--- src/hdl/mipsPkg.sv ---
package mipsPkg;

        // register-format view of an instruction word
        typedef struct packed {
                logic [5:0] opcode;
                logic [4:0] rs;
                logic [4:0] rt;
                logic [4:0] rd;
                logic [4:0] shamt;
                logic [5:0] funct;
        } rFmt_t;

        // immediate-format view of the same word
        typedef struct packed {
                logic [5:0]  opcode;
                logic [4:0]  rs;
                logic [4:0]  rt;
                logic [15:0] imm16;
        } iFmt_t;

        typedef union packed {
                rFmt_t rFmt;
                iFmt_t iFmt;
        } instrWord_t;

        typedef enum logic [3:0] {
                aluAdd,
                aluSub,
                aluAnd,
                aluOr,
                aluXor,
                aluSlt,
                aluSll,
                aluSrl,
                aluSra,
                aluMul
        } aluFunc_t;

        typedef struct packed {
                logic     regDst;
                logic     aluSrc;
                logic     upperImm;
                logic     regWrite;
                aluFunc_t aluFunc;
        } ctrl_t;

        // decode to execute boundary
        typedef struct packed {
                logic        valid;
                ctrl_t       ctrl;
                logic [31:0] rsData;
                logic [31:0] rtData;
                logic [31:0] immData;
                logic [4:0]  shamt;
                logic [4:0]  destAddr;
        } decExe_t;

        // writeback strobe, also the core output
        typedef struct packed {
                logic        valid;
                logic [4:0]  addr;
                logic [31:0] data;
        } wbBus_t;

endpackage

--- src/hdl/alu.sv ---
`timescale 1ns/1ps

module alu (
        input  mipsPkg::aluFunc_t  func,
        input        [31:0]        a,
        input        [31:0]        b,
        input        [4:0]         shamt,
        output logic [31:0]        y
);

        logic [31:0] product;

        // low word of the product
        assign product = a * b;

        always_comb begin
                case (func)
                        mipsPkg::aluAdd: begin
                                y = a + b;
                        end
                        mipsPkg::aluSub: begin
                                y = a - b;
                        end
                        mipsPkg::aluAnd: begin
                                y = a & b;
                        end
                        mipsPkg::aluOr: begin
                                y = a | b;
                        end
                        mipsPkg::aluXor: begin
                                y = a ^ b;
                        end
                        mipsPkg::aluSlt: begin
                                // signed compare
                                y = {31'd0, ($signed(a) < $signed(b))};
                        end
                        mipsPkg::aluSll: begin
                                y = b << shamt;
                        end
                        mipsPkg::aluSrl: begin
                                y = b >> shamt;
                        end
                        mipsPkg::aluSra: begin
                                y = $signed(b) >>> shamt;
                        end
                        mipsPkg::aluMul: begin
                                y = product;
                        end
                        default: begin
                                y = '0;
                        end
                endcase
        end

endmodule

--- src/hdl/controlDecoder.sv ---
`timescale 1ns/1ps

module controlDecoder (
        input  mipsPkg::instrWord_t instr,
        output mipsPkg::ctrl_t      ctrl
);

        localparam logic [5:0] opRType = 6'h00;
        localparam logic [5:0] opAddi  = 6'h08;
        localparam logic [5:0] opSlti  = 6'h0A;
        localparam logic [5:0] opAndi  = 6'h0C;
        localparam logic [5:0] opOri   = 6'h0D;
        localparam logic [5:0] opLui   = 6'h0F;

        // R-type function codes
        localparam logic [5:0] fnSll = 6'h00;
        localparam logic [5:0] fnSrl = 6'h02;
        localparam logic [5:0] fnSra = 6'h03;
        localparam logic [5:0] fnMul = 6'h18;
        localparam logic [5:0] fnAdd = 6'h20;
        localparam logic [5:0] fnSub = 6'h22;
        localparam logic [5:0] fnAnd = 6'h24;
        localparam logic [5:0] fnOr  = 6'h25;
        localparam logic [5:0] fnXor = 6'h26;
        localparam logic [5:0] fnSlt = 6'h2A;

        always_comb begin
                // anything not listed stays a no-op
                ctrl = '0;
                case (instr.iFmt.opcode)
                        opRType: begin
                                ctrl.regDst   = 1'b1;
                                ctrl.regWrite = 1'b1;
                                case (instr.rFmt.funct)
                                        fnAdd:   ctrl.aluFunc = mipsPkg::aluAdd;
                                        fnSub:   ctrl.aluFunc = mipsPkg::aluSub;
                                        fnAnd:   ctrl.aluFunc = mipsPkg::aluAnd;
                                        fnOr:    ctrl.aluFunc = mipsPkg::aluOr;
                                        fnXor:   ctrl.aluFunc = mipsPkg::aluXor;
                                        fnSlt:   ctrl.aluFunc = mipsPkg::aluSlt;
                                        fnSll:   ctrl.aluFunc = mipsPkg::aluSll;
                                        fnSrl:   ctrl.aluFunc = mipsPkg::aluSrl;
                                        fnSra:   ctrl.aluFunc = mipsPkg::aluSra;
                                        fnMul:   ctrl.aluFunc = mipsPkg::aluMul;
                                        default: ctrl = '0;
                                endcase
                        end
                        opAddi, opAndi, opOri, opSlti, opLui: begin
                                ctrl.aluSrc   = 1'b1;
                                ctrl.regWrite = 1'b1;
                                case (instr.iFmt.opcode)
                                        opAndi:  ctrl.aluFunc = mipsPkg::aluAnd;
                                        opOri:   ctrl.aluFunc = mipsPkg::aluOr;
                                        opSlti:  ctrl.aluFunc = mipsPkg::aluSlt;
                                        default: ctrl.aluFunc = mipsPkg::aluAdd;
                                endcase
                                // lui is an add of zero to the shifted immediate
                                ctrl.upperImm = (instr.iFmt.opcode == opLui);
                        end
                        default: ctrl = '0;
                endcase
        end

endmodule

--- src/hdl/decodeStage.sv ---
`timescale 1ns/1ps

module decodeStage (
        input                          Clock,
        input                          rst,
        input                          instrValid,
        input  mipsPkg::instrWord_t    instr,
        input  mipsPkg::wbBus_t        wbIn,
        output mipsPkg::decExe_t       decOut
);

        mipsPkg::ctrl_t ctrl;
        logic [31:0]    rsRead;
        logic [31:0]    rtRead;
        logic [31:0]    immData;
        logic [31:0]    rsData;
        logic [4:0]     destAddr;

        controlDecoder dec0 (
                .instr (instr),
                .ctrl  (ctrl)
        );

        // writeback from the execute stage lands here
        regFile reg0 (
                .Clock  (Clock),
                .rst    (rst),
                .wbIn   (wbIn),
                .rsAddr (instr.iFmt.rs),
                .rtAddr (instr.iFmt.rt),
                .rsData (rsRead),
                .rtData (rtRead)
        );

        always_comb begin
                if (ctrl.upperImm)
                        immData = {instr.iFmt.imm16, 16'h0000};
                else
                        immData = {{16{instr.iFmt.imm16[15]}}, instr.iFmt.imm16};
        end

        // I-type writes rt, R-type writes rd
        assign destAddr = ctrl.regDst ? instr.rFmt.rd : instr.iFmt.rt;

        // lui adds the upper immediate to zero
        assign rsData = ctrl.upperImm ? 32'd0 : rsRead;

        always_ff @(posedge Clock) begin
                if (rst)
                        decOut.valid <= 1'b0;
                else
                        decOut.valid <= instrValid;

                decOut.ctrl     <= ctrl;
                decOut.rsData   <= rsData;
                decOut.rtData   <= rtRead;
                decOut.immData  <= immData;
                decOut.shamt    <= instr.rFmt.shamt;
                decOut.destAddr <= destAddr;
        end

endmodule

--- src/hdl/executeStage.sv ---
`timescale 1ns/1ps

module executeStage (
        input                          Clock,
        input                          rst,
        input  mipsPkg::decExe_t       decIn,
        output mipsPkg::wbBus_t        wbOut
);

        logic [31:0] opB;
        logic [31:0] aluY;
        logic        writeEn;

        // immediate forms take the second operand from immData
        assign opB = decIn.ctrl.aluSrc ? decIn.immData : decIn.rtData;

        alu alu0 (
                .func  (decIn.ctrl.aluFunc),
                .a     (decIn.rsData),
                .b     (opB),
                .shamt (decIn.shamt),
                .y     (aluY)
        );

        // writes to r0 never leave the core
        assign writeEn = decIn.valid && decIn.ctrl.regWrite && (decIn.destAddr != 5'd0);

        always_ff @(posedge Clock) begin
                if (rst)
                        wbOut.valid <= 1'b0;
                else
                        wbOut.valid <= writeEn;

                wbOut.addr <= decIn.destAddr;
                wbOut.data <= aluY;
        end

endmodule

--- src/hdl/mipsCore.sv ---
`timescale 1ns/1ps

module mipsCore (
        input                          Clock,
        input                          rst,
        input  logic                   instrValid,
        input  mipsPkg::instrWord_t    instr,
        output mipsPkg::wbBus_t        wb
);

        mipsPkg::decExe_t decExe;

        // wb also closes the loop into the register file
        decodeStage decode0 (
                .Clock      (Clock),
                .rst        (rst),
                .instrValid (instrValid),
                .instr      (instr),
                .wbIn       (wb),
                .decOut     (decExe)
        );

        executeStage execute0 (
                .Clock (Clock),
                .rst   (rst),
                .decIn (decExe),
                .wbOut (wb)
        );

endmodule

--- src/hdl/regFile.sv ---
`timescale 1ns/1ps

module regFile (
        input                      Clock,
        input                      rst,
        input  mipsPkg::wbBus_t    wbIn,
        input        [4:0]         rsAddr,
        input        [4:0]         rtAddr,
        output logic [31:0]        rsData,
        output logic [31:0]        rtData
);

        // register zero has no storage
        logic [31:0] regs [1:31];

        always_ff @(posedge Clock) begin
                if (rst) begin
                        for (int i = 1; i < 32; i++) begin
                                regs[i] <= '0;
                        end
                end
                else if (wbIn.valid && (wbIn.addr != 5'd0)) begin
                        regs[wbIn.addr] <= wbIn.data;
                end
        end

        // reads are combinational, zero reads back as zero
        always_comb begin
                if (rsAddr == 5'd0)
                        rsData = '0;
                else
                        rsData = regs[rsAddr];

                if (rtAddr == 5'd0)
                        rtData = '0;
                else
                        rtData = regs[rtAddr];
        end

endmodule

--- config.mk ---
export PLATFORM = sky130hd
export DESIGN_NAME = mipsCore
export DESIGN_NICKNAME = d
export VERILOG_FILES = /design/src/hdl/mipsPkg.sv /design/src/hdl/alu.sv /design/src/hdl/controlDecoder.sv /design/src/hdl/decodeStage.sv /design/src/hdl/executeStage.sv /design/src/hdl/mipsCore.sv /design/src/hdl/regFile.sv
export SDC_FILE = /design/constraint.sdc
export NUM_CORES = 2
export LEC_CHECK = 0
export BUFFER_PORTS_ARGS = -buffer_cell sky130_fd_sc_hd__buf_2
export CAP_MARGIN = 30
export CORE_MARGIN = 1
export CORE_UTILIZATION = 25
export CTS_CLUSTER_DIAMETER = 40
export DETAILED_ROUTE_END_ITERATION = 8
export GPL_ROUTABILITY_DRIVEN = 0
export PLACE_DENSITY = 0.49
export SYNTH_ARGS = -nofsm -noshare
export SYNTH_HDL_FRONTEND = slang
export SYNTH_HIERARCHICAL = 1
export SYNTH_SLANG_ARGS = --single-unit
--- constraint.sdc ---
create_clock -name Clock -period 7.8 [get_ports Clock]
set_clock_uncertainty 0.05 [all_clocks]
set_input_delay 1.56 -clock Clock [delete_from_list [all_inputs] [get_ports Clock]]
set_output_delay 1.56 -clock Clock [all_outputs]
set_load 0.01 [all_outputs]
# Word-level counts from Yosys, hierarchy flattened
# Memory sizes are Yosys's and may differ from the RTL's. A register that Yosys moved wholly into a read port is not among the register bits.
# Index checks and enable logic that the tools add are counted.
totals:
  register_bits: 87
  ram_bits: 992
  inputBits: 35
  mem_count: 1
memory_table:
  columns: ["name", "words", "width", "read_ports", "rd_ports_with_merged_regs", "wr", "line_no", "text"]
  rows:
  - ["decode0.reg0.regs", 31, 32, 2, 2, 31, "regFile.sv:14", "logic [31:0] regs [1:31];"]
op_classes:
  add_sub_neg: 2
  mul: 1
  order_cmp: 1
  n_eq_ne: 23
  n_shift: 3
  mux: 17
  bitwise: 3
  reduce_logical: 14
ops:
  columns: ["op", "count"]
  rows:
  - ["$pmux W32 S10", 1]
  - ["$mux W32", 2]
  - ["$eq A6 B6 Y1 const B", 6]
  - ["$pmux W4 S9", 1]
  - ["$add A32 B32 Y32", 1]
  - ["$and A32 B32 Y32", 1]
  - ["$lt A32 B32 Y1", 1]
  - ["$mul A32 B32 Y32", 1]
  - ["$or A32 B32 Y32", 1]
  - ["$reduce_or A32 Y1", 1]
  - ["$shl A32 B5 Y32", 1]
  - ["$shr A32 B5 Y32", 1]
  - ["$sshr A32 B5 Y32", 1]
  - ["$sub A32 B32 Y32", 1]
  - ["$xor A32 B32 Y32", 1]
  - ["$mux W31", 1]
  - ["$eq A6 B4 Y1 const B", 5]
  - ["$eq A4 B3 Y1 const B", 4]
  - ["$pmux W7 S2", 1]
  - ["$eq A6 B2 Y1 const B", 2]
  - ["$logic_not A6 Y1", 2]
  - ["$logic_not A5 Y1", 2]
  - ["$mux W5", 2]
  - ["$reduce_bool A5 Y1", 2]
  - ["12 further kinds", 22]

# Longest topological paths before layout
depth:
  ltp_word: 7
  mapped_depth: 33

# Cells and area by module
# The synthesis kept the hierarchy.
modules_own_cells:
  columns: ["module", "instances", "cells_each", "area_each_um2"]
  rows:
  - ["regFile", 1, 3500, 54225.8]
  - ["alu", 1, 2998, 23771.5]
  - ["decodeStage", 1, 192, 2946.6]
  - ["executeStage", 1, 78, 1326.3]
  - ["controlDecoder", 1, 52, 322.8]

# Worst setup path before layout
# No wires, ideal clock.
synth_timing:
  path_kind: "register -> register"
  startpoint: "register decode0/decOut[112] in the netlist's numbering"
  endpoint: "register execute0/wbOut[31] in the netlist's numbering"
  setup_ns: 0.134
  arrival_ns: 7.656
  slack_ns: -0.040
  stages_incl_launch_ff: 29
  path_buffers: 4
  period_less_slack_ns: 7.840
  path_cell_list: "dfxtp_1 -> buf_6 -> buf_12 -> mux2_4 -> clkbuf_1 -> inv_1 -> clkbuf_1 -> nor2_1 -> fa_1 -> inv_1 -> fa_1 -> fa_1 -> fa_1 -> inv_1 -> fa_1 -> inv_1 -> fa_1 -> inv_1 -> fa_1 -> fa_1 -> ha_1 -> and4_1 -> o2bb2ai_1 -> a31o_2 -> a31oi_1 -> o21ai_0 -> xnor2_1 -> nor2_1 -> or4_1"
synth_between:
  elab_chain_len: 3
  elab_cells_between_ends: 11
synth_lines:
  columns: ["item", "line_no", "text"]
  rows:
  - ["start, declared", "decodeStage.sv:9", "output mipsPkg::decExe_t decOut"]
  - ["$mux W32 (*)", "executeStage.sv:15", "assign opB = decIn.ctrl.aluSrc ? decIn.immData : decIn.rtData;"]
  - ["via execute0.opB[2]", "executeStage.sv:10", "logic [31:0] opB;"]
  - ["$mul A32 B32 Y32 (tied with other cells)", "alu.sv:14", "assign product = a * b;"]
  - ["$pmux W32 S10 (*)", "alu.sv:17", "case (func)"]
  - ["via execute0.aluY[31]", "executeStage.sv:11", "logic [31:0] aluY;"]
  - ["end, declared", "executeStage.sv:7", "output mipsPkg::wbBus_t wbOut"]
# The timed path passes the listed nets; every way through them passes the cells marked *.
# A chain may end at the register's enable or synchronous reset.

# Worst setup path after layout
layout_timing:
  startpoint: "register decode0/decOut[112] in the netlist's numbering"
  endpoint: "register execute0/wbOut[30] in the netlist's numbering"
# The elaborated chain is that of the path after synthesis.

==> flow_summary.json <==
{
  "status": "finished, final reports clean",
  "holdWs_ns": 0.307,
  "start_util_pct": 25.2,
  "finalSetupViolCount": 0,
  "cts_sinks": 1175,
  "finalCriticalPeriod_ns": 7.75,
  "first_pass_iters": 8,
  "r2r_cells": 26,
  "drt_iter0_markers": 7611,
  "antenna_found_initial": 32,
  "top_layer_used": "met5",
  "finalSetupTns_ns": 0,
  "coreArea_mm2": 0.328,
  "r2r-start": "decode0/decOut[112]",
  "route.met2.wl_um": 157000,
  "cp.required_ns": 8.48,
  "min_from": "decode0/decOut[2]",
  "m1WireLength_um": 139000,
  "grt_pass1_vias": 61600,
  "rsz0062_at_grt": "true",
  "synth_cells": 6818,
  "dp_hpwl_um": 237000,
  "grt_pass1_wl_um": 484000,
  "post-route-drc-count": 0,
  "min_to": "execute0/wbOut[34]",
  "final_util_pct": 30.0,
  "drive_above_1_share_pct": 24.4,
  "nNetsFinal": 7701,
  "relSlewSlack_pct": 19.2,
  "syn2layout_area_growth_pct": 19.0,
  "wl_per_cell_um": 29.9,
  "cts_tree": "done",
  "portBuffers": 72,
  "h-tree-depth": 4,
  "vias": 61000,
  "path_max_fanout": 5,
  "fin_crit_sh_pct": 99.4,
  "clock_path_buffers": 3,
  "cts_made_buffers": 211,
  "r2r_slack_ns": 0.05,
  "hold_violations": 0,
  "die_h_um": 577,
  "synth_area_mm2": 0.0826,
  "grt_start_max_net_pins": 94,
  "gr-total-overflow": 0,
  "criticalPathCategory": "flip-flop to flip-flop",
  "worstPathArrival_ns": 8.43,
  "viasPerCell": 5.26,
  "rows": 210,
  "die_width_um": 577,
  "grtUsageTotal_pct": 20.4,
  "cp-end-kind": "flip-flop",
  "clk_pin_slew_ns": 0.05,
  "ctsRootBufferMaster": "clkbuf_16",
  "routed_wl_um": 347000,
  "tightest_slew_ns": 1.21,
  "clock.fmax_mhz": 129,
  "min_path_type": "flip-flop to flip-flop",
  "route.met3.wl_um": 32900,
  "reg2reg_to": "execute0/wbOut[30]",
  "clk_latency_ns": 0.87,
  "maxSlewViolCount": 0,
  "ios": 73,
  "yosys_warnings": 6,
  "whs_path_depth": 0,
  "die_area_mm2": 0.333,
  "worst_setup_path_start_kind": "flip-flop",
  "ant_nets": 0,
  "drv_cap": 0,
  "synth.avg_cell_area_um2": 12.1
}
==> state kept, by name, summed over array words and instances, names as in the netlist <==
| register | cells |
|---|---|
| decode0/decOut | 113 |
| decode0/reg0/regs | 1024 |
| execute0/wbOut | 38 |
==> final cells by class <==
| cell class | instances | area (µm²) |
|---|---|---|
| fill | 33300 | 230000 |
| multi-input combinational | 4581 | 44900 |
| sequential | 1175 | 33800 |
| clock buffer | 232 | 5440 |
| tap | 4346 | 5440 |
| timing repair buffer | 579 | 4830 |
| clock inverter | 169 | 1920 |
| inverter | 489 | 1880 |
| antenna | 17 | 42.5 |
==> worst max path at each step <==
stage / cells past startpoint / end / slack (ns) / start
floorplan: 28 / execute0/wbOut[31] / 0.01 / decode0/decOut[112]
global placement: 23 / execute0/wbOut[31] / -0.12 / decode0/decOut[112]
detailed placement: 27 / execute0/wbOut[30] / -0.17 / decode0/decOut[112]
CTS: 26 / execute0/wbOut[30] / -0.05 / decode0/decOut[112]
global route: 27 / execute0/wbOut[30] / -0.17 / decode0/decOut[112]
finish: 26 / execute0/wbOut[30] / 0.05 / decode0/decOut[112]
==> what timing repair did <==
action,in CTS,in global routing
buffers inserted,4,33
gates cloned,2,1
pin swaps,8,53
hold buffers,0,0
resized for setup,38,95
endpoints found under the setup margin,5,14
==> routing by layer <==
| layer | track usage, % | vias to the layer above |
|---|---|---|
| met5 | 0 | - |
| met4 | 9.05 | 16 |
| met3 | 4.49 | 748 |
| met2 | 32.3 | 3520 |
| met1 | 26.8 | 31700 |
| li1 | - | 24900 |
==> placed cells by master (no fill, tap or decap), drive strengths merged, types with 17 or more instances in the layout <==
cell type,instances
conb,32
clkbuf,236
o22ai,126
o21ai,105
o21bai,25
ha,219
clkinvlp,29
o211ai,40
dfxtp,151
inv,522
a22oi,45
a31oi,17
mux4,520
or2,39
nor2b,79
nand2b,28
diode,17
mux2,91
nand3,35
nand2,323
o221ai,20
a221oi,35
mux2i,203
clkinv,85
a211oi,29
a22o,54
edfxtp,1024
fa,410
and2,1003
a2111oi,60
xnor2,62
buf,573
nor3,96
nor4,19
a21oi,113
a21o,27
xor2,22
bufinv,22
nor2,526
==> critical path, cell delays in order, from the launching register on <==
cell,delay [ns]
dfxtp_4,0.38
buf_12,0.15
buf_12,0.14
mux2_4,0.34
inv_2,0.08
buf_12,0.13
nor2_4,0.04
fa_2,0.63
inv_2,0.05
fa_1,0.47
fa_1,0.51
fa_1,0.54
fa_1,0.44
fa_1,0.50
fa_1,0.51
fa_1,0.58
inv_2,0.06
ha_4,0.28
nand2b_4,0.11
o21a_1,0.17
o21ai_1,0.09
or3_1,0.38
a221o_1,0.30
or3_1,0.33
a21oi_2,0.11
a21boi_2,0.15
o211ai_1,0.10
==> metrics by stage <==
stage / setup WS [ns] / area, µm² / instances
6_report: 0.0483 / 98200 / 11600
5_1_grt: -0.168 / 98200 / 11600
4_1_cts: -0.0459 / 97600 / 11500
3_5_place_dp: -0.168 / 90000 / 11100
3_3_place_gp: -0.124 / 89900 / 11100
2_1_floorplan: 0.0123 / 82700 / 6849
Power is left out: the tool's default activity adds up to more than one toggle a clock period on the data nets, which glitch-free logic cannot reach.
